$ cat src/pet_display_pkg.sv
package pet_display_pkg;

    // ==================================================================
    // Display geometry
    // ==================================================================
    localparam int FRAME_BYTES = 1024;   // 128 x 64 monochrome
    localparam int BYTE_IDX_W  = 10;

    // ==================================================================
    // States and animation frames
    // ==================================================================
    localparam int STATE_W = 4;
    localparam logic [STATE_W-1:0] ST_IDLE  = 4'd0;
    localparam logic [STATE_W-1:0] ST_SLEEP = 4'd1;
    localparam logic [STATE_W-1:0] ST_EAT   = 4'd2;
    localparam logic [STATE_W-1:0] ST_TEACH = 4'd4;
    localparam logic [STATE_W-1:0] ST_DEAD  = 4'd8;

    localparam int N_STATES    = 5;
    localparam int STATE_IDX_W = 3;
    localparam int MAX_FRAMES  = 8;
    localparam int FRAME_IDX_W = 3;

    // Dense index order: idle, sleep, eat, teach, dead
    localparam logic [N_STATES-1:0][3:0] FRAME_COUNT = {4'd8, 4'd7, 4'd5, 4'd4, 4'd6};

    localparam int SPRITE_ADDR_W = 16;   // {state idx, frame, byte idx}
    localparam int SPRITE_BYTES  = N_STATES * MAX_FRAMES * FRAME_BYTES;

    // ==================================================================
    // Stats and status bars
    // ==================================================================
    localparam int STAT_W  = 8;          // 0 to 100
    localparam int N_STATS = 3;          // happiness, hunger, sleep
    localparam logic [N_STATS-1:0][BYTE_IDX_W-1:0] BAR_BASE = {10'd224, 10'd144, 10'd64};
    localparam int BAR_ROWS       = 5;
    localparam int BAR_ROW_STRIDE = 8;
    localparam int BAR_SEGMENTS   = 5;
    localparam logic [7:0] SEG_FULL = 8'hEE;
    localparam logic [7:0] SEG_HALF = 8'hE0;

    // ==================================================================
    // APB and register map
    // ==================================================================
    localparam int PADDR_W      = 17;
    localparam int PDATA_W      = 32;
    localparam int REG_OFFSET_W = 5;
    localparam logic [REG_OFFSET_W-1:0] REG_CTRL   = 5'h00;  // Bit 0 animate
    localparam logic [REG_OFFSET_W-1:0] REG_STATE  = 5'h04;
    localparam logic [REG_OFFSET_W-1:0] REG_HAPPY  = 5'h08;
    localparam logic [REG_OFFSET_W-1:0] REG_HUNGER = 5'h0C;
    localparam logic [REG_OFFSET_W-1:0] REG_SLEEP  = 5'h10;
    localparam logic [REG_OFFSET_W-1:0] REG_FRAME  = 5'h14;  // Read only

    typedef union packed {
        struct packed {
            logic                                  spr_sel;
            logic [PADDR_W-REG_OFFSET_W-2:0]       unused;
            logic [REG_OFFSET_W-1:0]               offset;
        } reg_view;
        struct packed {
            logic                                  spr_sel;
            logic [SPRITE_ADDR_W-1:0]              addr;
        } spr_view;
    } apb_addr_u;

endpackage

$ cat src/frame_sequencer.sv
`timescale 1ns/1ps

module frame_sequencer #(
    parameter int FRAME_TICKS = 2 ** 23
) (
    input  logic                                     clk,
    input  logic                                     i_rst,
    input  logic                                     i_animate,
    input  logic [pet_display_pkg::STATE_W-1:0]      i_state_code,
    output logic [pet_display_pkg::STATE_IDX_W-1:0]  o_state_idx,
    output logic                                     o_state_valid,
    output logic [pet_display_pkg::FRAME_IDX_W-1:0]  o_frame_idx
);

    localparam int TICK_W = (FRAME_TICKS > 1) ? $clog2(FRAME_TICKS) : 1;

    logic [TICK_W-1:0] tick_cnt;
    logic              step;
    logic [pet_display_pkg::FRAME_IDX_W-1:0] frame_cnt [pet_display_pkg::N_STATES];

    // One-hot-ish state code to dense index
    always_comb begin
        o_state_valid = 1'b1;
        case (i_state_code)
            pet_display_pkg::ST_IDLE:  o_state_idx = 3'd0;
            pet_display_pkg::ST_SLEEP: o_state_idx = 3'd1;
            pet_display_pkg::ST_EAT:   o_state_idx = 3'd2;
            pet_display_pkg::ST_TEACH: o_state_idx = 3'd3;
            pet_display_pkg::ST_DEAD:  o_state_idx = 3'd4;
            default: begin
                o_state_idx   = 3'd0;
                o_state_valid = 1'b0;
            end
        endcase
    end

    assign step = i_animate && (tick_cnt == TICK_W'(FRAME_TICKS - 1));

    // Tick counter only runs while animation is enabled
    always_ff @(posedge clk) begin
        if (i_rst) begin
            tick_cnt <= '0;
        end else if (i_animate) begin
            tick_cnt <= step ? '0 : tick_cnt + 1'b1;
        end
    end

    // All states step together, each wrapping at its own count
    always_ff @(posedge clk) begin
        for (int i = 0; i < pet_display_pkg::N_STATES; i++) begin
            if (i_rst) begin
                frame_cnt[i] <= '0;
            end else if (step) begin
                if (frame_cnt[i] == 3'(pet_display_pkg::FRAME_COUNT[i] - 1'b1))
                    frame_cnt[i] <= '0;
                else
                    frame_cnt[i] <= frame_cnt[i] + 1'b1;
            end
        end
    end

    assign o_frame_idx = o_state_valid ? frame_cnt[o_state_idx] : '0;

    for (genvar g = 0; g < pet_display_pkg::N_STATES; g++) begin : g_frame_chk
        a_frame_bound : assert property (@(posedge clk) disable iff (i_rst)
            frame_cnt[g] < pet_display_pkg::FRAME_COUNT[g]);
    end

endmodule

$ cat config.mk
export PLATFORM = sky130hd
export DESIGN_NAME = frame_sequencer
export DESIGN_NICKNAME = d
export VERILOG_FILES = /design/src/pet_display_pkg.sv /design/src/frame_sequencer.sv
export SDC_FILE = /design/constraint.sdc
export NUM_CORES = 1
export LEC_CHECK = 0
export ABC_AREA = 1
export BUFFER_PORTS_ARGS = -buffer_cell sky130_fd_sc_hd__buf_2
export CORE_MARGIN = 10
export CORE_UTILIZATION = 57
export DETAILED_ROUTE_END_ITERATION = 10
export GPL_TIMING_DRIVEN = 1
export HOLD_SLACK_MARGIN = 0.15
export PLACE_DENSITY = 0.79
export SYNTH_ARGS = -nofsm -noshare
export SYNTH_HDL_FRONTEND = slang
export SYNTH_SLANG_ARGS = --single-unit
$ cat constraint.sdc
create_clock -name clk -period 2.15 [get_ports clk]
set_clock_uncertainty 0.1 [all_clocks]
set_input_delay 0 -clock clk [delete_from_list [all_inputs] [get_ports clk]]
set_output_delay 0 -clock clk [all_outputs]
set_load 0.01 [all_outputs]
# Yosys cells after proc, flatten, opt, wreduce, memory -nomap -nowiden

Memory sizes are Yosys's and may differ from the RTL's.
Cells that the tools add are included.

Bits in registers: 23
Input port bits: 7
Memories: 1
Word-level logic and storage cells: 87
Bits in writable memories: 15

Mux-type cells: 56
Bitwise gates (word level): 10
Reductions and logical operators: 3
Add/sub/neg operators: 6
Eq/ne operators: 10

Memory list:

| name      | depth | width | rd ports | clocked after Yosys merged registers in | write ports | line                  | source |
|---|---|---|---|---|---|---|---|
| frame_cnt | 5     | 3     | 6        | 0                                       | 5           | frame_sequencer.sv:19 | `logic [pet_display_pkg::FRAME_IDX_W-1:0] frame_cnt [pet_display_pkg::N_STATES];` |

Operator list:

| kind                                          | count |
|---|---|
| 2-to-1 mux 1 bit                              | 43 |
| 2-to-1 mux 3 bit                              | 11 |
| adder 23 x 1 -> 23 bit, second input constant | 1 |
| == test 23 bit, second input constant         | 1 |
| 2-to-1 mux 23 bit                             | 1 |
| adder 3 x 1 -> 3 bit, second input constant   | 5 |
| == test 3 bit, second input constant          | 4 |
| one-hot mux 3 bit (4 select lines)            | 1 |
| bitwise OR 1 bit                              | 10 |
| OR reduction 5 bit                            | 1 |
| == test 4 x 1 -> 1 bit, second input constant | 1 |
| == test 4 x 2 -> 1 bit, second input constant | 1 |
| == test 4 x 3 -> 1 bit, second input constant | 1 |
| == test 4 bit, second input constant          | 1 |
| zero test 4 bit                               | 1 |
| == test 3 x 2 -> 1 bit, second input constant | 1 |
| logical AND 1 bit                             | 1 |

# Longest topological paths before layout

Depth in word-level cells: 7
Gate-level depth with buffers: 10
Depth with buffers taken out: 10

# Worst setup path after synthesis

OpenSTA, ideal clock, no wires.

Path type: reg-to-reg
From: reg tick_cnt[0]
To: mem frame_cnt[0][0] (netlist name), enable pin
Stages on the path, launching flop included: 9
Path buffers: 1
Arrival time: 1286 ps
Path slack: 444 ps
Cells stage by stage: dfxtp_1 ha_1 inv_1 nor2_1 nand2_1 nor2_1 nand3_1 nand2_1 buf_4

RTL lines:

| element                | line                  | source |
|---|---|---|
| from (decl)            | frame_sequencer.sv:17 | `logic [TICK_W-1:0] tick_cnt;` |
| from (signal assigned) | frame_sequencer.sv:44 | `tick_cnt <= step ? '0 : tick_cnt + 1'b1;` |
| to (decl)              | frame_sequencer.sv:19 |  |

==> impl_metrics.env <==
export IMPL_synth_cell_area_um2=2280
export IMPL_postSynthCellCount=297
export IMPL_fin_util=0.668
export IMPL_die_w_um=83.2
export IMPL_outcome="finished, final reports clean"
export IMPL_ir_drop_mv=0.505
export IMPL_p_leak_nw=1.05
export IMPL_finalSetupTns_ns=0
export IMPL_synth_fp_nets=315
export IMPL_reg2reg_slack_ns=0.32
export IMPL_grt_max_degree=22
export IMPL_r2r_end="frame_cnt[3][1]"
export IMPL_ys_ff_latch=38
export IMPL_drc=0
export IMPL_min_path_cells=4
export IMPL_rsz0062_at_grt="no"
export IMPL_row_count=22
export IMPL_yosysMostFrequentCell="nand2_1"
export IMPL_drtIter0Drc=138
export IMPL_fin_crit_sh=0.852
export IMPL_cp_buffers_inverters=2
export IMPL_cts_tree="done"
export IMPL_routabilityCongestion=0.822
export IMPL_grt_util_all_layers=0.127
export IMPL_grt_pass1_vias=1717
export IMPL_place_hpwl_um=3260
export IMPL_final_nets=335
export IMPL_synth_flop_cell="dfxtp_1"
export IMPL_core_um2=3770
export IMPL_slew_headroom=0.726
export IMPL_root_buffer="clkbuf_8"
export IMPL_synth_top_cell_by_area="dfxtp_1"
export IMPL_critPathCaptureType="register"
export IMPL_io_buffers=13
export IMPL_cp_arrival_ns=1.71
export IMPL_critPathTopFamily="simple AND/OR/NAND/NOR gates"
export IMPL_cp_required_ns=2.03
export IMPL_grt_pass1_wl_um=7450
export IMPL_synth_area_leaders="dfxtp_1 20%, edfxtp_1 20%, nand2_1 12%, nor2_1 7.2%, inv_1 6.1%"
export IMPL_worst_r2r_path_depth=8
export IMPL_synth_top_cell_area_share=0.202
export IMPL_clk_pin_slew_ns=0.07
export IMPL_die_h_um=83.2
export IMPL_startpoint_type="register"
export IMPL_fmax_mhz=546
export IMPL_ys_types=28
export IMPL_io_pins=14
export IMPL_path_cells="ha_1 -> inv_1 -> nor2_1 -> nand2_1 -> nor2_1 -> nand3_1 -> nand2_1 -> buf_4"
export IMPL_drt_total_wl_um=4350
export IMPL_worstMarginPinSlew_ns=0.408
export IMPL_crit_type="register to register"
export IMPL_numCtsBuffers=5
export IMPL_drive_gt1_frac=0.145
export IMPL_via_count=1898
export IMPL_firstDrtPassIters=4
export IMPL_wl_per_cell_um=11.9
export IMPL_cellPowerDensity_nw_per_um2=591
export IMPL_min_from="i_state_code[3]"
export IMPL_syn_to_final_growth_pct=10.5
export IMPL_post_cts_buffers=0
export IMPL_start_util=0.605
export IMPL_setup_viol=0
export IMPL_viasPerCell=5.19
export IMPL_cts_buffer_depth=2
export IMPL_cp_max_fo=21
export IMPL_max_stage_delay_ns=0.37
export IMPL_async_flop_share=0
export IMPL_ys_seq_area_frac=0.400
export IMPL_antenna_cells=0
export IMPL_antenna_left=0
export IMPL_r2r_start="tick_cnt[0]"
export IMPL_hold_viol=0
export IMPL_syn_avg_cell_area_um2=7.68
export IMPL_whs_endpoint="o_frame_idx[2]"
export IMPL_hold_class="primary input to primary output"
export IMPL_drv_cap=0
export IMPL_synth_edf_count=15
export IMPL_final_max_slew_viol_count=0
export IMPL_grt_remaining_overflow=0
export IMPL_dieArea_um2=6930
export IMPL_cpMaxStageDelayCell="dfxtp_1"
export IMPL_synth_warnings=0
export IMPL_antenna_found_initial=0
export IMPL_finalPower_mw=1.49
export IMPL_period_needed_ns=1.83
export IMPL_ys_top_cells_by_count="71 x nand2_1, 44 x nor2_1, 37 x inv_1, 26 x nand3_1, 23 x dfxtp_1"
export IMPL_clock_sinks=38
export IMPL_clkLatencyLatePin_ns=0.29
export IMPL_h_tree_depth=2
what timing repair did:
item	4_1_cts	5_1_grt
gates resized for setup	0	0
endpoints found under the hold margin	12	0
hold buffers	2	0
through the flow:
step | cell area [um^2] | setup WS, ns | hold slack [ns] | cells
after floorplan | 2280 | 0.444 | 0.109 | 297
after global placement | 2390 | 0.415 | 0.235 | 356
after detailed placement | 2390 | 0.353 | 0.240 | 356
after CTS | 2520 | 0.344 | 0.391 | 366
after global routing | 2520 | 0.178 | 0.457 | 366
final | 2520 | 0.317 | 0.389 | 366
state kept, by name, indices dropped and copies added (netlist names):
register / count
frame_cnt: 15
tick_cnt: 23
layout make-up:
cell class / count / area [um^2]
clock buffer: 7 / 76.3
clock inverter: 1 / 30.0
fill: 318 / 1250
inverter: 37 / 139
multi-input combinational: 218 / 1200
sequential: 38 / 911
tap: 48 / 60.1
timing repair buffer: 17 / 100
cell usage in the layout, fill, tap and decap left out, types with 3 or more instances in the layout:
cell,n
nand2_1,71
nor2_1,44
inv_1,37
nand3_1,26
dfxtp_1,23
edfxtp_1,15
buf_2,13
ha_1,11
nor3_1,10
nor3_2,10
xnor2_1,9
a21oi_1,5
clkbuf_8,5
nor2_4,4
nor2_2,4
xor2_1,4
nand4_1,4
nand3b_1,3
nand2_2,3
o21ai_0,3
power breakdown:
part / switching (mW) / internal, mW
Sequential: 0.0176 / 0.766
Combinational: 0.0739 / 0.0455
Clock: 0.238 / 0.347
layer usage:
| metal | track usage | up-vias | share of wire |
|---|---|---|---|
| met5 | 0 | - | 0 |
| met4 | 0.0523 | 0 | 0.018 |
| met3 | 0.0508 | 8 | 0.063 |
| met2 | 0.196 | 32 | 0.45 |
| met1 | 0.151 | 863 | 0.47 |
| li1 | - | 995 | - |
worst reg2reg max path: stages (launching register included):
cell     delay [ns]
dfxtp_1        0.37
ha_1           0.20
inv_1          0.06
nor2_1         0.10
nand2_1        0.07
nor2_1         0.14
nand3_1        0.09
nand2_1        0.10
buf_4          0.28
kinds of logic (layout without fill, tap and decap cells):
logic type,after synthesis,after routing,synth area share
xor+xnor,13,13,0.0499
simple gates,183,183,0.391
compound gates,11,11,0.0258
flops,38,38,0.400
buf+inv,41,62,0.0730
fa+ha+maj,11,11,0.0604
how the worst max path moves through the flow:
stage	from	endpoint	depth (start not counted)
finish	tick_cnt[0]	frame_cnt[3][1]	8
global placement	tick_cnt[0]	frame_cnt[2][0]	8
floorplan	tick_cnt[0]	frame_cnt[0][0]	8
CTS	tick_cnt[0]	frame_cnt[4][1]	8
global route	tick_cnt[0]	frame_cnt[1][1]	8
detailed placement	tick_cnt[0]	frame_cnt[1][0]	8
Power figures use the tool's default switching activity.
