--- config.mk ---
export PLATFORM = sky130hd
export DESIGN_NAME = bar_locator
export DESIGN_NICKNAME = d
export VERILOG_FILES = /design/src/pet_display_pkg.sv /design/src/bar_locator.sv
export SDC_FILE = /design/constraint.sdc
export NUM_CORES = 1
export LEC_CHECK = 0
export BUFFER_PORTS_ARGS = -buffer_cell sky130_fd_sc_hd__buf_2
export CORE_AREA = 3 3 40 42
export CTS_BUF_LIST = sky130_fd_sc_hd__clkbuf_4 sky130_fd_sc_hd__clkbuf_8
export CTS_CLUSTER_DIAMETER = 50
export DETAILED_ROUTE_END_ITERATION = 12
export DIE_AREA = 0 0 43 45
export PLACE_DENSITY = 0.73
export SLEW_MARGIN = 15
export SYNTH_ARGS = -nofsm -noshare
export SYNTH_HDL_FRONTEND = slang
export SYNTH_SLANG_ARGS = --single-unit
--- constraint.sdc ---
create_clock -name clk -period 2.6 [get_ports clk]
set_clock_uncertainty 0.05 [all_clocks]
set_input_delay 0.13 -clock clk [delete_from_list [all_inputs] [get_ports clk]]
set_output_delay 0.13 -clock clk [all_outputs]
set_load 0.05 [all_outputs]
--- src/pet_display_pkg.sv ---
package pet_display_pkg;

    // ==================================================================
    // Display geometry
    // ==================================================================
    localparam int FRAME_BYTES = 1024;   // 128 x 64 monochrome
    localparam int BYTE_IDX_W  = 10;

    // ==================================================================
    // States and animation frames
    // ==================================================================
    localparam int STATE_W = 4;
    localparam logic [STATE_W-1:0] ST_IDLE  = 4'd0;
    localparam logic [STATE_W-1:0] ST_SLEEP = 4'd1;
    localparam logic [STATE_W-1:0] ST_EAT   = 4'd2;
    localparam logic [STATE_W-1:0] ST_TEACH = 4'd4;
    localparam logic [STATE_W-1:0] ST_DEAD  = 4'd8;

    localparam int N_STATES    = 5;
    localparam int STATE_IDX_W = 3;
    localparam int MAX_FRAMES  = 8;
    localparam int FRAME_IDX_W = 3;

    // Dense index order: idle, sleep, eat, teach, dead
    localparam logic [N_STATES-1:0][3:0] FRAME_COUNT = {4'd8, 4'd7, 4'd5, 4'd4, 4'd6};

    localparam int SPRITE_ADDR_W = 16;   // {state idx, frame, byte idx}
    localparam int SPRITE_BYTES  = N_STATES * MAX_FRAMES * FRAME_BYTES;

    // ==================================================================
    // Stats and status bars
    // ==================================================================
    localparam int STAT_W  = 8;          // 0 to 100
    localparam int N_STATS = 3;          // happiness, hunger, sleep
    localparam logic [N_STATS-1:0][BYTE_IDX_W-1:0] BAR_BASE = {10'd224, 10'd144, 10'd64};
    localparam int BAR_ROWS       = 5;
    localparam int BAR_ROW_STRIDE = 8;
    localparam int BAR_SEGMENTS   = 5;
    localparam logic [7:0] SEG_FULL = 8'hEE;
    localparam logic [7:0] SEG_HALF = 8'hE0;

    // ==================================================================
    // APB and register map
    // ==================================================================
    localparam int PADDR_W      = 17;
    localparam int PDATA_W      = 32;
    localparam int REG_OFFSET_W = 5;
    localparam logic [REG_OFFSET_W-1:0] REG_CTRL   = 5'h00;  // Bit 0 animate
    localparam logic [REG_OFFSET_W-1:0] REG_STATE  = 5'h04;
    localparam logic [REG_OFFSET_W-1:0] REG_HAPPY  = 5'h08;
    localparam logic [REG_OFFSET_W-1:0] REG_HUNGER = 5'h0C;
    localparam logic [REG_OFFSET_W-1:0] REG_SLEEP  = 5'h10;
    localparam logic [REG_OFFSET_W-1:0] REG_FRAME  = 5'h14;  // Read only

    typedef union packed {
        struct packed {
            logic                                  spr_sel;
            logic [PADDR_W-REG_OFFSET_W-2:0]       unused;
            logic [REG_OFFSET_W-1:0]               offset;
        } reg_view;
        struct packed {
            logic                                  spr_sel;
            logic [SPRITE_ADDR_W-1:0]              addr;
        } spr_view;
    } apb_addr_u;

endpackage

--- src/bar_locator.sv ---
`timescale 1ns/1ps

module bar_locator (
    input  logic                                    clk,
    input  logic                                    i_rst,
    input  logic                                    i_byte_valid,
    input  logic [pet_display_pkg::BYTE_IDX_W-1:0]  i_byte_idx,
    output logic                                    o_valid,
    output logic [pet_display_pkg::BYTE_IDX_W-1:0]  o_byte_idx,
    output logic                                    o_bar_hit,
    output logic [1:0]                              o_stat_sel,
    output logic [2:0]                              o_segment
);

    localparam int BAR_SPAN = pet_display_pkg::BAR_ROWS * pet_display_pkg::BAR_ROW_STRIDE;

    logic       hit;
    logic [1:0] stat_sel;
    logic [2:0] segment;

    // Offset from each bar base, column within the row is offs % 8
    always_comb begin
        logic [pet_display_pkg::BYTE_IDX_W-1:0] offs;
        hit      = 1'b0;
        stat_sel = '0;
        segment  = '0;
        for (int k = 0; k < pet_display_pkg::N_STATS; k++) begin
            offs = i_byte_idx - pet_display_pkg::BAR_BASE[k];   // Wraps when below base
            if (offs < BAR_SPAN && offs[2:0] >= 3'd1 &&
                offs[2:0] <= pet_display_pkg::BAR_SEGMENTS) begin
                hit      = 1'b1;
                stat_sel = 2'(k);
                segment  = offs[2:0];
            end
        end
    end

    always_ff @(posedge clk) begin
        if (i_rst) begin
            o_valid   <= 1'b0;
            o_bar_hit <= 1'b0;
        end else begin
            o_valid   <= i_byte_valid;
            o_bar_hit <= i_byte_valid & hit;
        end
    end

    always_ff @(posedge clk) begin
        o_byte_idx <= i_byte_idx;
        o_stat_sel <= stat_sel;
        o_segment  <= segment;
    end

    a_segment_range : assert property (@(posedge clk) disable iff (i_rst)
        o_valid && o_bar_hit |-> o_segment inside {[1:pet_display_pkg::BAR_SEGMENTS]});

endmodule

# Word level (Yosys, flattened, before mapping)
# Index checks and enable logic that the tools add are counted.
op_classes:
  addsub: 3
  magnitude_cmp: 9
  n_mux: 7
  bitwise_logic: 1
  reduce_logical: 6
op_table:
  columns: ["cell", "count"]
  rows:
  - ["< comparator 10 x 6 -> 1 bit, second input constant", 3]
  - ["subtractor 10 x 8 -> 10 bit, second input constant", 2]
  - ["subtractor 10 x 7 -> 10 bit, second input constant", 1]
  - ["greater-or-equal comparator 3 x 1 -> 1 bit, second input constant", 3]
  - ["less-or-equal comparator 3 bit, second input constant", 3]
  - ["2-to-1 mux 3 bit", 3]
  - ["logical AND 1 bit", 6]
  - ["2-to-1 mux 1 bit", 4]
  - ["AND 1 bit", 1]
totals:
  reg_bits: 17
  in_bits: 13
  output_inout_bits: 17
  elab_cells: 31

# Longest topological paths before layout
# Gate-level depths: netlist (run 1).
logic_depth:
  depth_word: 8
  ltp_mapped: 6
  ltp_nobuf: 6

# Worst setup path after synthesis (run 1)
# Ideal clock, no wire load.
synth_path:
  path_type: "input -> register"
  start: "input port i_byte_idx[5] (netlist name)"
  end: "register o_bar_hit"
  setup_ps: 128
  arrival_time_ps: 946
  required_ps: 2422
  slack_ps: 1476
  path_stages: 6
  path_buffers: 0
  path_cell_list: "inv_1 > ha_1 > a21boi_1 > mux2i_1 > a32oi_1 > a21oi_1"
synth_between:
  elab_chain_cells: 8
  word_cells_on_any_way: 16
  cone_classes: "add/sub (3); order compare (3); mux (3); bitwise (1); reduce/logical (6)"
synth_rtl:
  columns: ["element", "line", "rtl"]
  rows:
  - ["start: declaration", "bar_locator.sv:7", "input logic [pet_display_pkg::BYTE_IDX_W-1:0] i_byte_idx,"]
  - ["subtractor 10 x 7 -> 10 bit", "bar_locator.sv:28", "offs = i_byte_idx - pet_display_pkg::BAR_BASE[k];"]
  - ["< comparator 10 x 6 -> 1 bit", "bar_locator.sv:29", "if (offs < BAR_SPAN && offs[2:0] >= 3'd1 &&"]
  - ["logical AND 1 bit (2 in series)", "bar_locator.sv:29", null]
  - ["2-to-1 mux 1 bit (2 in series)", "bar_locator.sv:29", null]
  - ["2-to-1 mux 1 bit *", "bar_locator.sv:29", null]
  - ["AND 1 bit *", "bar_locator.sv:44", "o_bar_hit <= i_byte_valid & hit;"]
  - ["end signal: assignment", "bar_locator.sv:44", null]
  - ["end: declaration", "bar_locator.sv:10", "output logic o_bar_hit,"]
# Mark *: on every way between the ends. The rest lies on a longest branch, timed or not.
# A chain may end at the register's enable or synchronous reset.

# Worst setup path in the final report (run 1)
layout_path:
  start: "input port i_byte_idx[5] (netlist name)"
  end: "register o_segment[0]"
layout_between:
  elab_chain_cells: 7
  word_cells_on_any_way: 15
  cone_classes: "add/sub (3); order compare (3); mux (3); reduce/logical (6)"
layout_rtl:
  columns: ["element", "line", "rtl"]
  rows:
  - ["subtractor 10 x 7 -> 10 bit", "bar_locator.sv:28", null]
  - ["< comparator 10 x 6 -> 1 bit", "bar_locator.sv:29", null]
  - ["logical AND 1 bit (2 in series)", "bar_locator.sv:29", null]
  - ["2-to-1 mux 3 bit (2 in series)", "bar_locator.sv:29", null]
  - ["2-to-1 mux 3 bit *", "bar_locator.sv:29", null]
  - ["net segment[0]", "bar_locator.sv:19", "logic [2:0] segment;"]
  - ["end signal: assignment", "bar_locator.sv:51", "o_segment <= segment;"]
  - ["end: declaration", "bar_locator.sv:12", "output logic [2:0] o_segment"]
# Mark *: on every way through the listed nets, which the timed path passes. The rest lies on a longest branch.

==> results of run 1 <==
-- registers in the layout, indices dropped and copies added, names as in the netlist --
signal,flops
o_bar_hit,1
o_byte_idx,10
o_segment,3
o_stat_sel,2
o_valid,1
-- critical path: stages --
cell           delay [ns]
dlygate4sd3_1        0.53
buf_2                0.18
inv_1                0.08
ha_1                 0.20
a21boi_1             0.17
mux2i_1              0.11
a32oi_1              0.32
a21oi_1              0.13
-- logic make-up (layout without fill, tap and decap cells) --
| group | count (synthesis) | count (layout) | share of synthesized area |
|---|---|---|---|
| AO/OA/AOI/OAI | 13 | 13 | 0.161 |
| adder cells (fa/ha/maj) | 3 | 3 | 0.0670 |
| buffers and inverters | 3 | 47 | 0.0201 |
| flip-flops | 17 | 17 | 0.607 |
| multiplexers | 1 | 1 | 0.0179 |
| AND/OR/NAND/NOR | 15 | 15 | 0.127 |
-- worst paths after layout --
check / depth (start not counted) / slack (ns) / end
hold / removal: 2 / 0.06 / o_valid
setup / recovery: 8 / 0.86 / o_segment[0]
-- layer usage --
metal	vias to the layer above	GRT usage
met5	-	0
met1	236	0.156
met2	23	0.231
met4	0	0.0843
li1	267	-
met3	4	0.0478
-- cell usage after synthesis, types with 2 or more instances --
master,count
dfxtp_1,17
nand2_1,5
ha_1,3
nor2_1,4
a21oi_1,5
inv_1,3
nand2b_1,2
-- final cells by class --
| class | count | area, µm² | area share |
|---|---|---|---|
| inverter | 3 | 11.3 | 0.0131 |
| timing repair buffer | 40 | 255 | 0.296 |
| multi-input combinational | 32 | 209 | 0.242 |
| clock buffer | 3 | 22.5 | 0.0261 |
| sequential | 17 | 340 | 0.395 |
| clock inverter | 1 | 5.00 | 0.00581 |
| tap | 15 | 18.8 | 0.0218 |
-- power by group --
group	internal [W]	switching, W	total [W]
logic	0.0000346	0.0000686	0.000103
clock network	0.0000569	0.0000757	0.000133
registers	0.000271	0.00000245	0.000274
-- placed cells by master, fill, tap and decap left out, types with 2 or more instances in the layout --
cell            n
nor2_1          4
a21oi_1         5
dlygate4sd3_1  11
buf_2          29
dfxtp_1        17
nand2b_1        2
clkbuf_4        3
inv_1           3
ha_1            3
nand2_1         5
-- timing repair --
action | in CTS | in global routing
hold buffers | 11 | 0
endpoints found under the setup margin | 0 | 0
hold endpoints to repair | 11 | 0
-- per-stage QoR --
stage | setup slack [ns] | total power (W)
final | 0.865 | 0.000510
after global routing | 0.729 | 0.000536
after CTS | 0.879 | 0.000515
after detailed placement | 1.15 | 0.000370
after global placement | 1.21 | 0.000368
after floorplan | 1.48 | 0.000339
==> impl_metrics.py, run 1 <==
metrics = {
    "outcome": {
        "outcome": "complete, no violations",
    },
    "power_and_ir_drop": {
        "p_leak_nw": 0.417,
        "powerDensity_mw_per_mm2": 591,
        "ir_worst_vdd_mv": 0.372,
    },
    "timing": {
        "finalSetupViolations": 0,
        "tightest_slew_ns": 0.364,
        "rsz0062_at_grt": "no",
        "fmax_mhz": 576,
        "finalHoldViolations": 0,
        "period_share": 0.667,
        "hold-worst-slack_ns": 0.0623,
        "slew_headroom": 0.757,
        "drv_slew": 0,
        "min_period_ns": 1.74,
        "tns_ns": 0,
    },
    "synth": {
        "synth_flop_cell": "dfxtp_1",
        "netlist_area_um2": 561,
        "ys_top_cells_by_area": "dfxtp_1 61%, ha_1 6.7%, a21oi_1 4.5%, nand2_1 3.3%, nor2_1 2.7%",
        "synth_nets": 68,
        "syn_inst": 52,
        "async_flop_share": 0,
        "avgSynthCellArea_um2": 10.8,
        "synth-seq-cells": 17,
        "synth.distinct_cells": 20,
        "synth_warnings": 0,
        "synth_top_area_frac": 0.607,
        "synth_edf_count": 0,
        "seq_area_frac_synth": 0.607,
        "synth.largest_area_cell": "dfxtp_1",
    },
    "detailed_routing": {
        "dr.max_layer_used": "met4",
        "wl_met2_um": 624,
        "drc": 0,
        "vias": 530,
        "dr_wl_met3_um": 87,
        "wl_per_cell_um": 11.6,
        "drt_iter0_markers": 14,
        "postRouteAntennaNets": 0,
        "vias_per_cell": 4.77,
        "drt_wl_total_um": 1290,
        "first_pass_iters": 4,
        "drt-met1-wl_um": 543,
    },
    "floorplan": {
        "die_h_um": 45,
        "start_util": 0.436,
        "die_w_um": 43,
        "rows": 13,
        "boundaryPins": 30,
        "die_area_mm2": 0.00194,
        "coreArea_mm2": 0.00128,
    },
    "placement": {
        "dpl_cell_area_um2": 724,
        "gp_congestion": 0.746,
        "io_buffers": 29,
        "dp.cells": 96,
        "dp_hpwl_um": 903,
    },
    "global_routing": {
        "grt_max_degree": 11,
        "grt_pass1_wl_um": 2010,
        "grt_pass1_vias": 470,
        "antenna_found_initial": 0,
        "gr-total-overflow": 0,
        "grtUsageTotal": 0.139,
    },
    "layout": {
        "fin_area_um2": 862,
        "fillers": 105,
        "final_util": 0.671,
        "stdcell_count": 111,
        "synthToLayoutAreaGrowth_pct": 53.8,
        "diodes": 0,
        "fin_nets": 113,
        "drive_above_1_share": 0.354,
    },
    "critical_path": {
        "crit_start": "i_byte_idx[5]",
        "worstPathMaxFanout": 8,
        "arrival_ns": 1.84,
        "start_kind": "input pin",
        "required_ns": 2.71,
        "criticalPathCategory": "input pin to flop",
        "end_kind": "flop",
    },
    "cts": {
        "post_cts_buffers": 0,
        "clock_sinks": 17,
        "cts_max_level": 1,
        "post_cts_resize_count": 0,
        "clk_path_buf_depth": 2,
        "cts_tree": "done",
        "clk_pin_slew_worst_paths_ns": 0.09,
        "root_buffer": "clkbuf_4",
        "cts_made_buffers": 3,
    },
    "job": {
        "max-cap-violations": 0,
    },
    "min_path": {
        "min_path_type": "input pin to flop",
        "min_from": "i_byte_valid",
    },
}
No activity file was read; power rests on OpenSTA's default activity.
==> run 2: changes to the inputs <==
--- a/config.mk
+++ b/config.mk
@@ -6,12 +6,12 @@
 export NUM_CORES = 1
 export LEC_CHECK = 0
 export BUFFER_PORTS_ARGS = -buffer_cell sky130_fd_sc_hd__buf_2
-export CORE_AREA = 3 3 40 42
+export CORE_MARGIN = 3
+export CORE_UTILIZATION = 40
 export CTS_BUF_LIST = sky130_fd_sc_hd__clkbuf_4 sky130_fd_sc_hd__clkbuf_8
 export CTS_CLUSTER_DIAMETER = 50
 export DETAILED_ROUTE_END_ITERATION = 12
-export DIE_AREA = 0 0 43 45
-export PLACE_DENSITY = 0.73
+export PLACE_DENSITY = 0.72
 export SLEW_MARGIN = 15
 export SYNTH_ARGS = -nofsm -noshare
 export SYNTH_HDL_FRONTEND = slang
==> constraint.sdc (replaced) <==
create_clock -name clk -period 1.55 [get_ports clk]
set_clock_uncertainty 0.05 [all_clocks]
set_input_delay 0.0775 -clock clk [delete_from_list [all_inputs] [get_ports clk]]
set_output_delay 0.0775 -clock clk [all_outputs]
set_load 0.05 [all_outputs]
==> impl_metrics.py, run 2 (synthesis results as in run 1) <==
metrics = {
    "layout": {
        "synthToLayoutAreaGrowth_pct": 55.4,
        "final_util": 0.725,
        "largest_register_ffs": 10,
        "most-common-layout-cells": "29 x buf_2, 17 x dfxtp_1, 12 x dlygate4sd3_1",
        "drive_above_1_share": 0.351,
        "reg_top3": "o_byte_idx: 10 flops, o_segment: 3 flops, o_stat_sel: 2 flops",
        "top_register": "o_byte_idx",
        "diodes": 0,
        "fin_nets": 114,
        "final_common_cell": "buf_2",
        "fillers": 92,
    },
    "cts": {
        "clock_sinks": 17,
        "cts_made_buffers": 3,
        "post_cts_resize_count": 0,
        "cts_max_level": 1,
        "hold_buffers": 12,
        "cts_tree": "done",
        "clk_path_buf_depth": 2,
        "post_cts_buffers": 0,
        "root_buffer": "clkbuf_4",
        "clk_pin_slew_worst_paths_ns": 0.10,
    },
    "power_and_ir_drop": {
        "p_leak_nw": 0.422,
        "ir_worst_vdd_mv": 0.695,
        "powerDensity_mw_per_mm2": 993,
    },
    "critical_path": {
        "crit_cells": 6,
        "path_cells": "dlygate4sd3_1, buf_2, nand3_1, o2111ai_1, a211o_1, and4_1",
        "criticalPathCategory": "input pin to flop",
        "crit_family": "buffers and inverters",
        "arrival_ns": 1.55,
        "worstPathMaxFanout": 8,
        "critical-path-slowest-cell": "dlygate4sd3_1",
        "critPathBufInv": 2,
        "required_ns": 1.69,
        "end_kind": "flop",
        "cp_slowest_stage_delay_ns": 0.54,
        "start_kind": "input pin",
        "crit_end": "o_stat_sel[0]",
        "crit_start": "i_byte_idx[8]",
    },
    "timing": {
        "min_period_ns": 1.41,
        "tns_ns": 0,
        "drv_slew": 0,
        "finalSetupViolations": 0,
        "slew_headroom": 0.735,
        "period_share": 0.911,
        "finalHoldViolations": 0,
        "rsz0062_at_grt": "no",
        "tightest_slew_ns": 0.396,
        "fmax_mhz": 708,
        "setup_ws_ns": 0.138,
        "hold-worst-slack_ns": 0.0898,
    },
    "floorplan": {
        "boundaryPins": 30,
        "die_w_um": 43.4,
        "start_util": 0.467,
        "rows": 12,
        "die_area_mm2": 0.00189,
        "die_h_um": 43.4,
        "coreArea_mm2": 0.00120,
    },
    "global_routing": {
        "grt_pass1_vias": 527,
        "grt_max_degree": 11,
        "grtUsageTotal": 0.148,
        "gr-total-overflow": 0,
        "antenna_found_initial": 0,
        "grt_pass1_wl_um": 2100,
    },
    "detailed_routing": {
        "vias": 535,
        "wl_per_cell_um": 11.9,
        "first_pass_iters": 6,
        "vias_per_cell": 4.82,
        "postRouteAntennaNets": 0,
        "drc": 0,
        "drt_wl_total_um": 1330,
        "drt_iter0_markers": 2,
    },
    "placement": {
        "place_ws_ns": 0.117,
        "gp_congestion": 0.705,
        "io_buffers": 29,
        "dp_hpwl_um": 915,
    },
    "min_path": {
        "min_path_type": "input pin to flop",
    },
    "job": {
        "max-cap-violations": 0,
    },
    "outcome": {
        "outcome": "complete, no violations",
    },
}
## run 2: changes by cell type in the layout (fill, tap and decap cells not counted)
cell           delta
dlygate4sd3_1     +1
## run 2: worst min path at each step
| stage | startpoint | depth (start not counted) | slack [ns] | end |
|---|---|---|---|---|
| 6_report | i_byte_valid | 4 | 0.09 | o_bar_hit |
| 5_1_grt | i_byte_valid | 4 | 0.09 | o_bar_hit |
| 4_1_cts | i_byte_valid | 4 | 0.08 | o_bar_hit |
| 3_5_place_dp | i_byte_idx[9] | 1 | 0.16 | o_byte_idx[9] |
| 3_3_place_gp | i_byte_idx[9] | 1 | 0.16 | o_byte_idx[9] |
| 2_1_floorplan | i_byte_idx[0] | 0 | 0.06 | o_byte_idx[0] |
## run 2: final cells by class
| class | count | area (µm²) | share of cell area |
|---|---|---|---|
| inverters | 3 | 11.3 | 0.0129 |
| clock inverters | 1 | 5.00 | 0.00575 |
| well taps | 14 | 17.5 | 0.0201 |
| clock buffers | 3 | 22.5 | 0.0259 |
| repair buffers | 41 | 265 | 0.305 |
| multi-input cells | 32 | 209 | 0.240 |
| flip-flops and latches | 17 | 340 | 0.391 |
## run 2: power breakdown
| part | internal [W] | switching [W] |
|---|---|---|
| combinational | 0.0000598 | 0.000116 |
| sequential | 0.000455 | 0.00000419 |
| clock | 0.0000957 | 0.000134 |
| total | 0.000611 | 0.000254 |
## run 2: metrics by stage
step | instances | power (W) | cell area [µm²]
after floorplan | 52 | 0.000569 | 561
after global placement | 95 | 0.000619 | 723
after detailed placement | 95 | 0.000621 | 723
after CTS | 111 | 0.000874 | 871
after global routing | 111 | 0.000901 | 871
final | 111 | 0.000865 | 871
## run 2: per-layer routing
layer  vias to the layer above  wire [µm]  share of wire  GRT usage
met3                         2        112          0.085     0.0539
met2                        22        687           0.52      0.280
met1                       241        511           0.39      0.144
met4                         0         14          0.011     0.0542
li1                        270          -              -          -
met5                         -          0              0          0
