File: src/pet_display_pkg.sv
package pet_display_pkg;

    // ==================================================================
    // Display geometry
    // ==================================================================
    localparam int FRAME_BYTES = 1024;   // 128 x 64 monochrome
    localparam int BYTE_IDX_W  = 10;

    // ==================================================================
    // States and animation frames
    // ==================================================================
    localparam int STATE_W = 4;
    localparam logic [STATE_W-1:0] ST_IDLE  = 4'd0;
    localparam logic [STATE_W-1:0] ST_SLEEP = 4'd1;
    localparam logic [STATE_W-1:0] ST_EAT   = 4'd2;
    localparam logic [STATE_W-1:0] ST_TEACH = 4'd4;
    localparam logic [STATE_W-1:0] ST_DEAD  = 4'd8;

    localparam int N_STATES    = 5;
    localparam int STATE_IDX_W = 3;
    localparam int MAX_FRAMES  = 8;
    localparam int FRAME_IDX_W = 3;

    // Dense index order: idle, sleep, eat, teach, dead
    localparam logic [N_STATES-1:0][3:0] FRAME_COUNT = {4'd8, 4'd7, 4'd5, 4'd4, 4'd6};

    localparam int SPRITE_ADDR_W = 16;   // {state idx, frame, byte idx}
    localparam int SPRITE_BYTES  = N_STATES * MAX_FRAMES * FRAME_BYTES;

    // ==================================================================
    // Stats and status bars
    // ==================================================================
    localparam int STAT_W  = 8;          // 0 to 100
    localparam int N_STATS = 3;          // happiness, hunger, sleep
    localparam logic [N_STATS-1:0][BYTE_IDX_W-1:0] BAR_BASE = {10'd224, 10'd144, 10'd64};
    localparam int BAR_ROWS       = 5;
    localparam int BAR_ROW_STRIDE = 8;
    localparam int BAR_SEGMENTS   = 5;
    localparam logic [7:0] SEG_FULL = 8'hEE;
    localparam logic [7:0] SEG_HALF = 8'hE0;

    // ==================================================================
    // APB and register map
    // ==================================================================
    localparam int PADDR_W      = 17;
    localparam int PDATA_W      = 32;
    localparam int REG_OFFSET_W = 5;
    localparam logic [REG_OFFSET_W-1:0] REG_CTRL   = 5'h00;  // Bit 0 animate
    localparam logic [REG_OFFSET_W-1:0] REG_STATE  = 5'h04;
    localparam logic [REG_OFFSET_W-1:0] REG_HAPPY  = 5'h08;
    localparam logic [REG_OFFSET_W-1:0] REG_HUNGER = 5'h0C;
    localparam logic [REG_OFFSET_W-1:0] REG_SLEEP  = 5'h10;
    localparam logic [REG_OFFSET_W-1:0] REG_FRAME  = 5'h14;  // Read only

    typedef union packed {
        struct packed {
            logic                                  spr_sel;
            logic [PADDR_W-REG_OFFSET_W-2:0]       unused;
            logic [REG_OFFSET_W-1:0]               offset;
        } reg_view;
        struct packed {
            logic                                  spr_sel;
            logic [SPRITE_ADDR_W-1:0]              addr;
        } spr_view;
    } apb_addr_u;

endpackage

File: src/pixel_compositor.sv
`timescale 1ns/1ps

module pixel_compositor (
    input  logic                                clk,
    input  logic                                i_rst,
    input  logic                                i_valid,
    input  logic                                i_bar_hit,
    input  logic [1:0]                          i_stat_sel,
    input  logic [2:0]                          i_segment,
    input  logic [pet_display_pkg::STAT_W-1:0]  i_happy,
    input  logic [pet_display_pkg::STAT_W-1:0]  i_hunger,
    input  logic [pet_display_pkg::STAT_W-1:0]  i_sleep,
    input  logic                                i_state_valid,
    input  logic [7:0]                          i_sprite_byte,
    output logic                                o_byte_valid,
    output logic [7:0]                          o_pixel_byte
);

    logic [pet_display_pkg::STAT_W-1:0] stat;
    int         thr_full;
    int         thr_half;
    logic [7:0] seg_byte;
    logic [7:0] bar_byte_q;
    logic       bar_hit_q;
    logic       state_valid_q;

    // ==================================================================
    // Bar segment rendering
    // ==================================================================
    always_comb begin
        case (i_stat_sel)
            2'd0:    stat = i_happy;
            2'd1:    stat = i_hunger;
            default: stat = i_sleep;
        endcase
        thr_full = 110 - 20 * int'(i_segment);   // 90, 70, 50, 30, 10
        thr_half = thr_full - 10;
        if (int'(stat) > thr_full)
            seg_byte = pet_display_pkg::SEG_FULL;
        else if (int'(stat) > thr_half)
            seg_byte = pet_display_pkg::SEG_HALF;
        else
            seg_byte = 8'h00;
    end

    // Same cycle as the sprite RAM read
    always_ff @(posedge clk) begin
        if (i_rst) begin
            o_byte_valid <= 1'b0;
            bar_hit_q    <= 1'b0;
        end else begin
            o_byte_valid <= i_valid;
            bar_hit_q    <= i_bar_hit;
        end
    end

    always_ff @(posedge clk) begin
        bar_byte_q    <= seg_byte;
        state_valid_q <= i_state_valid;
    end

    // Bars over sprite, blank for unknown state
    assign o_pixel_byte = bar_hit_q     ? bar_byte_q    :
                          state_valid_q ? i_sprite_byte : 8'h00;

endmodule

File: config.mk
export PLATFORM = sky130hd
export DESIGN_NAME = pixel_compositor
export DESIGN_NICKNAME = d
export VERILOG_FILES = /design/src/pet_display_pkg.sv /design/src/pixel_compositor.sv
export SDC_FILE = /design/constraint.sdc
export NUM_CORES = 1
export LEC_CHECK = 0
export ABC_AREA = 1
export BUFFER_PORTS_ARGS = -buffer_cell sky130_fd_sc_hd__buf_4
export CORE_MARGIN = 8
export CORE_UTILIZATION = 41
export CTS_CLUSTER_SIZE = 8
export DETAILED_ROUTE_END_ITERATION = 8
export GPL_ROUTABILITY_DRIVEN = 0
export PLACE_DENSITY = 0.76
export REMOVE_ABC_BUFFERS = 1
export SYNTH_ARGS = -nofsm -noshare
export SYNTH_HDL_FRONTEND = slang
export SYNTH_SLANG_ARGS = --single-unit
File: constraint.sdc
create_clock -name clk -period 2.8 [get_ports clk]
set_clock_uncertainty 0.05 [all_clocks]
set_input_delay 0.42 -clock clk [delete_from_list [all_inputs] [get_ports clk]]
set_output_delay 0.42 -clock clk [all_outputs]
set_load 0.05 [all_outputs]
=== After elaboration in Yosys (flattened, before gate mapping) ===
Cells that the tools add are included.

* Register bits: 11
* Input bits: 42
* Output and inout port bits: 9
* Logic and storage cells: 15

* $add $sub $neg: 2
* Multipliers: 1
* Magnitude comparators: 2
* Equality and inequality tests: 1
* Mux-type cells: 4
* Reductions and logical operators: 1

{| class="wikitable"
|+ Operators with widths
! cell !! count
|-
| $mux W8 || 3
|-
| $pmux W8 S2 || 1
|-
| $gt A9 B10 Y1 || 1
|-
| $sub A9 B5 Y10 const B || 1
|-
| $gt A9 B9 Y1 || 1
|-
| $sub A7 B8 Y9 const A || 1
|-
| $mul A3 B3 Y6 const A || 1
|-
| $eq A2 B1 Y1 const B || 1
|-
| $logic_not A2 Y1 || 1
|}

=== Logic depth before layout (Yosys ltp) ===
Gate-level depths: netlist of the first run.

* Word-level depth: 5
* Mapped depth: 19
* Mapped depth without buffers: 19

=== Worst setup path before layout of the first run ===
OpenSTA, ideal clock, no wires.

* Path kind: input to register
* Start point: in i_segment[0]
* End point: reg bar_byte_q[6]
* Setup time: 0.123 ns
* Arrival: 2.695 ns
* Required time: 2.627 ns
* Slack: -0.067 ns
* Stages: 15
* Buffers on the path: 0
* Path through: ha_1 > ha_1 > ha_1 > inv_1 > fa_1 > nor2_1 > xor2_1 > ha_1 > nand2_1 > nor3_1 > nand3_1 > nand3_1 > nand2_1 > inv_1 > nand3_1

* Word-level cells in the longest chain between the ends: 5
* Elaborated cells on any way between the ends: 6
* Classes of those cells: add/sub (2); mul (1); order compare (2); mux (1)

{| class="wikitable"
|+ Ends and longest elaborated chain
! element !! RTL line !! text
|-
| start: declaration || pixel_compositor.sv:9 || <nowiki>input logic [2:0] i_segment,</nowiki>
|-
| $mul A3 B3 Y6 (*) || pixel_compositor.sv:36 || <nowiki>thr_full = 110 - 20 * int'(i_segment);</nowiki>
|-
| $sub A7 B8 Y9 (*) || pixel_compositor.sv:36 ||
|-
| $sub A9 B5 Y10 || pixel_compositor.sv:37 || <nowiki>thr_half = thr_full - 10;</nowiki>
|-
| $gt A9 B10 Y1 || pixel_compositor.sv:40 || <nowiki>else if (int'(stat) > thr_half)</nowiki>
|-
| $mux W8 || pixel_compositor.sv:40 ||
|-
| end signal: assignment || pixel_compositor.sv:58 || <nowiki>bar_byte_q <= seg_byte;</nowiki>
|-
| end: declaration || pixel_compositor.sv:23 || <nowiki>logic [7:0] bar_byte_q;</nowiki>
|}

Every way passes the cells marked *; elsewhere a longest branch is shown, timed or not.
A chain may end at the register's enable or synchronous reset.

=== Final worst setup path of the first run ===
Same ends and word-level chain as after synthesis.

==> results of run 1 <==
## area by class of cell
type                            instances  area, um^2
Multi-Input combinational cell        129       840.8
Clock buffer                            4       26.28
Timing Repair Buffer                   56       420.4
Inverter                               29       108.9
Sequential cell                         5       100.1
Fill cell                             235       875.8
Tap cell                               30       37.54
## state kept, by name, summed over array words and instances (netlist names)
name	flops
o_byte_valid	1
bar_byte_q	2
bar_hit_q	1
state_valid_q	1
## cells in the final DEF, fill, tap and decap left out, drive strengths merged
cell type  instances
ha                20
fa                 2
xor2               2
dfxtp              5
o21ai              1
and3               1
inv               29
clkbuf             4
o21a               2
nand2             49
buf               56
nand4              2
nor2              18
nor3               5
nand3             16
o22ai              4
a21oi              7
## stage by stage
step / power (uW) / utilization, % / hold WS, ps
6_report: 502.4 / 63.66 / 234.8
5_1_grt: 554.3 / 63.66 / 217.3
4_1_cts: 490.8 / 61.79 / 230.8
3_5_place_dp: 406.8 / 60.59 / 476.6
3_3_place_gp: 399.2 / 60.59 / 475.4
2_1_floorplan: 289.6 / - / 397.7
## timing repair
action / in CTS / in global routing
setup endpoints to repair: 1 / 1
pin swaps: 3 / 8
setup buffers: 0 / 0
resized for setup: 1 / 7
## per-layer routing
layer	GRT usage [%]	share of wire [%]	wire, um	vias to the layer above
met1	15.07	43	1270	531
met3	2.881	4.9	142	2
met4	2.997	0.21	6	0
li1	-	-	-	638
met2	23.02	51	1506	27
met5	0	0	0	-
## kinds of logic (layout without fill, tap and decap cells)
group,count (synthesis),after routing,synth area share [%]
compound gates,14,14,7.870
xor+xnor,2,2,1.722
fa+ha+maj,22,22,28.54
buf+inv,31,89,12.18
flops,5,5,9.840
simple gates,91,91,39.85
## power groups by stage
| stage | combinational, uW | sequential, uW | clock [uW] |
|---|---|---|---|
| 6_report | 337 | 84.7 | 81.0 |
| 5_1_grt | 376 | 85.8 | 92.6 |
| 4_1_cts | 323 | 84.7 | 83.4 |
| 3_5_place_dp | 321 | 86.0 | 0 |
| 3_3_place_gp | 313 | 86.1 | 0 |
| 2_1_floorplan | 202 | 87.9 | 0 |
## Yosys cell counts
cell type   n  area (um^2)
o22ai_1     4        25.02
o21a_1      2        15.01
nor2_2      2        12.51
o21ai_0     1        5.000
nor2_1     14        52.55
nor2_4      2        22.52
inv_1      27        101.4
a21oi_1     7        35.03
buf_6       1        11.26
ha_1       20        250.2
inv_2       2        7.510
nand3_1    16        80.08
nor3_1      5        25.02
nand4_1     2        12.51
dfxtp_1     5        100.1
nand2_2     4        25.02
clkbuf_1    1        3.750
fa_1        2        40.04
nand2_1    45        168.9
and3_1      1        6.260
xor2_1      2        17.52
## path summary, 6_finish.rpt
path | start | to | slack (ps)
min | i_state_valid | state_valid_q$_DFF_P_ | 230
max | i_segment[0] | bar_byte_q[6]$_SDFF_PN1_ | 110
==> results.yml, run 1 <==
outcome:
  outcome: "finished clean"
worst_setup_path:
  path_delay_family: "adder cells"
  cpMaxStageDelayCell: "fa_2"
  startpoint_type: "input pin"
  cp.depth: 16
  crit_type: "input pin to register"
  cp.required_ps: 2870
  max_stage_delay_ps: 580
  path_buf_inv: 3
  crit_fanout: 3
  crit_chain: "buf_4, ha_4, ha_4, ha_4, inv_1, fa_2, nor2_4, xor2_1, ha_1, nand2_1, nor3_1, nand3_1, nand3_1, nand2_1, inv_1, nand3_1"
  cp.arrival_ps: 2760
  cp-end-kind: "register"
route:
  viasPerCell: 4.735
  dr.first_iter.drc_count: 62
  totalWireLength_um: 2926
  wl_per_cell_um: 11.57
  antenna_left: 0
  drc: 0
  vias: 1198
  dr.pass1.iters: 4
clock_network:
  path_clk_slew_ps: 40
  cts_buffer_depth: 2
  numCtsBuffers: 3
  ctsHoldBuffers: 0
  cts-htree-levels: 1
  cts-root-buf: "clkbuf_4"
  cts_tree: "yes"
  cts.sink_count: 5
final_layout:
  drive_gt1_share_pct: 33.18
  final_area_um2: 1534
  final_cells: 253
  diodes: 0
  area_growth_pct: 50.80
  fin_nets: 288
timing:
  tightest_slew_ps: 246.2
  drv_slew: 0
  relSlewSlack_pct: 83.56
  rsz0062_at_grt: "no"
  period_share_pct: 96.11
  fin_tns_setup_ps: 0
  fin_crit_ps: 2691
  timing_hold_violations_final: 0
  setup_ws_ps: 108.9
  max_clock_freq_mhz: 371.6
  setup_violations: 0
floorplanning:
  die_w_um: 65.81
  start_util_pct: 42.21
  die_h_um: 65.81
  rows: 18
  dieArea_um2: 4331
  ios: 51
  coreArea_um2: 2410
power:
  cellPowerDensity_nw_per_um2: 327.5
  p_int_uw: 281.3
  pwr-share-clk_pct: 16.1
  switching_share_pct: 44.00
  power_switching_uw: 221.0
  ir_worst_vdd_mv: 0.2991
  share_seq_of_total_power_pct: 16.9
  power_frac_comb_pct: 67.0
  leakage_uw: 0.0008762
job:
  maxCapViolCount: 0
global_routing:
  grt_max_degree: 11
  grt_pass1_vias: 1151
  track_usage_pct: 12.88
  grt_first_pass_wirelength_um: 4636
  antenna_found_initial: 0
  grt_overflow_total: 0
yosys:
  synth_area_um2: 1017
  synth_cell_types: 21
  synth_seq_cells: 5
  yosysSeqAreaShare_pct: 9.840
  synthCells: 165
  yosysWarnings: 0
  syn_avg_cell_area_um2: 6.165
placement:
  port_buffers: 50
  placed_area_um2: 1460
  dpl.hpwl_um: 2507
  place_inst: 249
  pre_cts_ws_ps: -302.2
min_path:
  hold_path_depth: 1
  worstHoldPathType: "input pin to register"
Note: power is estimated with default switching activity, not from simulation.
==> run 2, diff against run 1 <==
Settings changed: CORE_UTILIZATION 41 to 46, MAX_ROUTING_LAYER from default to met4, PLACE_DENSITY 0.76 to 0.8.
Clock period 2.8 ns to 2.5 ns, I/O delays scaled along.
==> results.yml, run 2 (synthesis gave the netlist of run 1 again) <==
outcome:
  outcome: "finished, violations left"
  violations: "setup timing"
placement:
  port_buffers: 50
  place_inst: 252
  placed_area_um2: 1495
  dpl.hpwl_um: 2746
worst_setup_path:
  crit_fanout: 2
  crit_type: "input pin to register"
  cp.arrival_ps: 2620
  cp.required_ps: 2570
  cp-end-kind: "register"
  startpoint_type: "input pin"
power:
  power_switching_uw: 258.9
  power_frac_comb_pct: 69.3
  cellPowerDensity_nw_per_um2: 371.9
  pwr-share-clk_pct: 14.8
  switching_share_pct: 43.23
  ir_worst_vdd_mv: 0.2728
  share_seq_of_total_power_pct: 15.9
  leakage_uw: 0.0009138
  p_int_uw: 339.9
min_path:
  worstHoldPathType: "input pin to register"
  hp-start: "i_state_valid"
  holdPathEnd: "state_valid_q$_DFF_P_"
  hold_path_depth: 1
floorplanning:
  die_h_um: 63.03
  dieArea_um2: 3972
  ios: 51
  start_util_pct: 47.35
  rows: 17
  die_w_um: 63.03
  coreArea_um2: 2148
final_layout:
  final_cells: 258
  final_cell_mix: "60 x buf_4, 44 x nand2_1, 25 x inv_1"
  seq_area_um2: 100.1
  drive_gt1_share_pct: 37.39
  nFillCells: 174
  largest_register: "bar_byte_q"
  area_growth_pct: 58.30
  final_area_um2: 1610
  diodes: 0
  fin_nets: 295
  largest_register_ffs: 2
  layout_commonest_cell: "buf_4"
  multi_input_area_um2: 855.8
clock_network:
  cts-root-buf: "clkbuf_4"
  ctsHoldBuffers: 0
  cts-htree-levels: 1
  numCtsBuffers: 3
  cts.sink_count: 5
  cts_buffer_depth: 2
  cts_tree: "yes"
  path_clk_slew_ps: 40
route:
  wl_per_cell_um: 12.57
  antenna_left: 0
  drc: 0
  viasPerCell: 4.919
  dr.first_iter.drc_count: 33
  totalWireLength_um: 3242
  dr.pass1.iters: 4
  vias: 1269
timing:
  relSlewSlack_pct: 79.09
  hold_ws_ps: 192.1
  drv_slew: 0
  setup_violations: 1
  timing_hold_violations_final: 0
  period_share_pct: 102.0
  rsz0062_at_grt: "yes"
  fin_crit_ps: 2551
  tightest_slew_ps: 312.5
  setup_ws_ps: -50.95
  max_clock_freq_mhz: 392.0
global_routing:
  grt_overflow_total: 0
  grt_max_degree: 11
  track_usage_pct: 16.14
  grt_first_pass_wirelength_um: 5388
  grt_pass1_vias: 1299
  antenna_found_initial: 0
job:
  maxCapViolCount: 0
==> run 2: stage by stage <==
stage / worst slack [ps] / utilization, % / total power [uW] / TNS (ps)
floorplan: -322.3 / - / 324.3 / -368.2
global placement: -473.4 / 69.60 / 454.8 / -701.8
detailed placement: -605.9 / 69.60 / 468.8 / -885.2
CTS: -36.67 / 73.73 / 583.9 / -36.67
global route: -126.6 / 74.96 / 652.0 / -152.3
finish: -50.95 / 74.96 / 598.8 / -50.95
==> run 2: worst max path at each step <==
stage | cells past startpoint | startpoint | end | slack (ps)
3_3_place_gp | 16 | i_segment[0] | bar_byte_q[6]$_SDFF_PN1_ | -470
3_5_place_dp | 16 | i_segment[0] | bar_byte_q[6]$_SDFF_PN1_ | -610
5_1_grt | 17 | i_segment[2] | bar_byte_q[6]$_SDFF_PN1_ | -130
4_1_cts | 16 | i_segment[2] | bar_byte_q[6]$_SDFF_PN1_ | -40
6_report | 16 | i_segment[2] | bar_byte_q[6]$_SDFF_PN1_ | -50
2_1_floorplan | 15 | i_segment[0] | bar_byte_q[6]$_SDFF_PN1_ | -320
==> run 2: critical path: stages <==
cell and delay (ps):
buf_6 100, ha_4 150, ha_4 270, ha_4 120, inv_2 30, fa_2 550
nor2_2 60, xor2_1 160, ha_1 310, nand2_2 60, nor3_2 110, nand3_1 90
nand3_1 80, nand2_1 50, inv_1 50, nand3_1 50
==> run 2: area by class of cell <==
type / instances / share of cell area (%)
timing repair buffer: 63 / 30.07
clock buffer: 4 / 1.632
multi-input combinational: 129 / 53.15
inverter: 29 / 6.760
sequential: 5 / 6.216
tap: 28 / 2.176
==> run 2: repair_timing <==
| action | CTS | global route |
|---|---|---|
| resized for setup | 11 | 4 |
| setup buffers | 1 | 1 |
| pin swaps | 13 | 3 |
| endpoints found under the setup margin | 2 | 2 |
==> run 2: metal layers <==
| layer | wire (um) | vias to the layer above | GRT usage [%] |
|---|---|---|---|
| met5 | 0 | - | - |
| met4 | 15 | 0 | 3.134 |
| met3 | 120 | 2 | 3.763 |
| met2 | 1867 | 22 | 31.24 |
| met1 | 1238 | 592 | 15.82 |
| li1 | - | 653 | - |
==> run 2: power by group through the flow <==
stage	Clock [uW]	Sequential, uW	Combinational, uW
detailed placement	0	96.7	372
finish	88.7	95.4	415
CTS	91.1	95.3	398
global placement	0	96.3	359
global route	100	96.4	455
floorplan	0	98.5	226
==> run 3, diff against run 2 <==
Settings changed: CTS_BUF_LIST from default to sky130_fd_sc_hd__clkbuf_4 sky130_fd_sc_hd__clkbuf_8 sky130_fd_sc_hd__clkbuf_16.
==> results.yml, run 3 (synthesis gave the netlist of run 1 again) <==
clock_network:
  cts_buffer_depth: 2
  path_clk_slew_ps: 40
  cts-htree-levels: 1
  cts-root-buf: "clkbuf_4"
  cts_tree: "yes"
  numCtsBuffers: 3
  cts.sink_count: 5
  ctsHoldBuffers: 0
final_layout:
  largest_register: "bar_byte_q"
  seq_area_um2: 100.1
  largest_register_ffs: 2
  area_growth_pct: 58.67
  nFillCells: 176
  drive_gt1_share_pct: 37.83
  multi_input_area_um2: 855.8
  final_cell_mix: "60 x buf_4, 44 x nand2_1, 25 x inv_1"
  fin_nets: 295
  layout_commonest_cell: "buf_4"
  diodes: 0
timing:
  relSlewSlack_pct: 79.09
  rsz0062_at_grt: "yes"
  setup_violations: 1
  timing_hold_violations_final: 0
  fin_crit_ps: 2547
  max_clock_freq_mhz: 392.6
  period_share_pct: 101.9
  drv_slew: 0
  fin_tns_setup_ps: -47.43
  setup_ws_ps: -47.43
  tightest_slew_ps: 312.5
job:
  maxCapViolCount: 0
power:
  cellPowerDensity_nw_per_um2: 378.7
  ir_worst_vdd_mv: 0.2638
  leakage_uw: 0.0009172
  pwr-share-clk_pct: 16.5
  power_switching_uw: 260.5
  p_total_uw: 611.3
  switching_share_pct: 42.61
  p_int_uw: 350.8
  share_seq_of_total_power_pct: 15.6
  power_frac_comb_pct: 67.9
global_routing:
  track_usage_pct: 16.18
  grt_overflow_total: 0
  grt_first_pass_wirelength_um: 5402
  grt_max_degree: 11
  grt_pass1_vias: 1301
  antenna_found_initial: 0
floorplanning:
  die_h_um: 63.03
  rows: 17
  dieArea_um2: 3972
  coreArea_um2: 2148
  die_w_um: 63.03
  start_util_pct: 47.35
  ios: 51
worst_setup_path:
  cp.required_ps: 2570
  cp.arrival_ps: 2620
  crit_type: "input pin to register"
  crit_fanout: 2
  cp-end-kind: "register"
  startpoint_type: "input pin"
min_path:
  worstHoldPathType: "input pin to register"
  hold_path_depth: 1
route:
  wl_per_cell_um: 12.60
  totalWireLength_um: 3251
  antenna_left: 0
  dr.pass1.iters: 4
  drc: 0
  viasPerCell: 4.919
  vias: 1269
  dr.first_iter.drc_count: 30
outcome:
  outcome: "finished, violations left"
  violations: "setup timing"
placement:
  port_buffers: 50
  dpl.hpwl_um: 2746
run 3: cell count changes in the layout (fill, tap and decap cells not counted):
cell	delta
clkbuf_1	-1
clkbuf_4	+1
run 3: layout make-up:
class,instances,area share (%)
Multi-Input combinational cell,129,53.02
Tap cell,28,2.171
Timing Repair Buffer,63,30.00
Clock buffer,4,1.860
Sequential cell,5,6.202
Inverter,29,6.744
run 3: through the flow:
step | instances | area [um^2] | setup slack [ps] | hold WS, ps | util (%)
after global placement | 252 | 1495 | -473.4 | 431.1 | 69.60
after CTS | 257 | 1588 | -32.31 | 188.5 | 73.91
final | 258 | 1614 | -47.43 | 192.0 | 75.13
after detailed placement | 252 | 1495 | -605.9 | 431.6 | 69.60
after global routing | 258 | 1614 | -124.0 | 183.0 | 75.13
after floorplan | 163 | 1002 | -322.3 | 352.7 | -
run 3: worst max-delay path, cell delays in order:
cell,delay [ps]
buf_6,100
ha_4,150
ha_4,270
ha_4,120
inv_2,30
fa_2,550
nor2_2,60
xor2_1,160
ha_1,310
nand2_2,60
nor3_2,110
nand3_1,90
nand3_1,80
nand2_1,50
inv_1,50
nand3_1,50
run 3: routing by layer:
layer	part of all wire, %	vias to the layer above	GRT usage [%]
met5	0	-	-
met4	0.46	0	3.134
met3	3.7	2	3.763
met2	57	22	31.24
met1	38	592	15.92
li1	-	653	-
run 3: timing repair:
action	4_1_cts	5_1_grt
pin swaps	13	3
buffers inserted	1	1
endpoints found under the setup margin	2	2
gates resized for setup	11	4
run 3: final timing paths:
path | from | endpoint | slack [ps]
max | i_segment[2] | bar_byte_q[6]$_SDFF_PN1_ | -50
min | i_state_valid | state_valid_q$_DFF_P_ | 190
run 3: power groups by stage:
| stage | Combinational [uW] | Sequential [uW] | Clock, uW |
|---|---|---|---|
| detailed placement | 372 | 96.7 | 0 |
| global route | 455 | 96.4 | 112 |
| global placement | 359 | 96.3 | 0 |
| floorplan | 226 | 98.5 | 0 |
| CTS | 398 | 95.3 | 104 |
| finish | 415 | 95.4 | 101 |
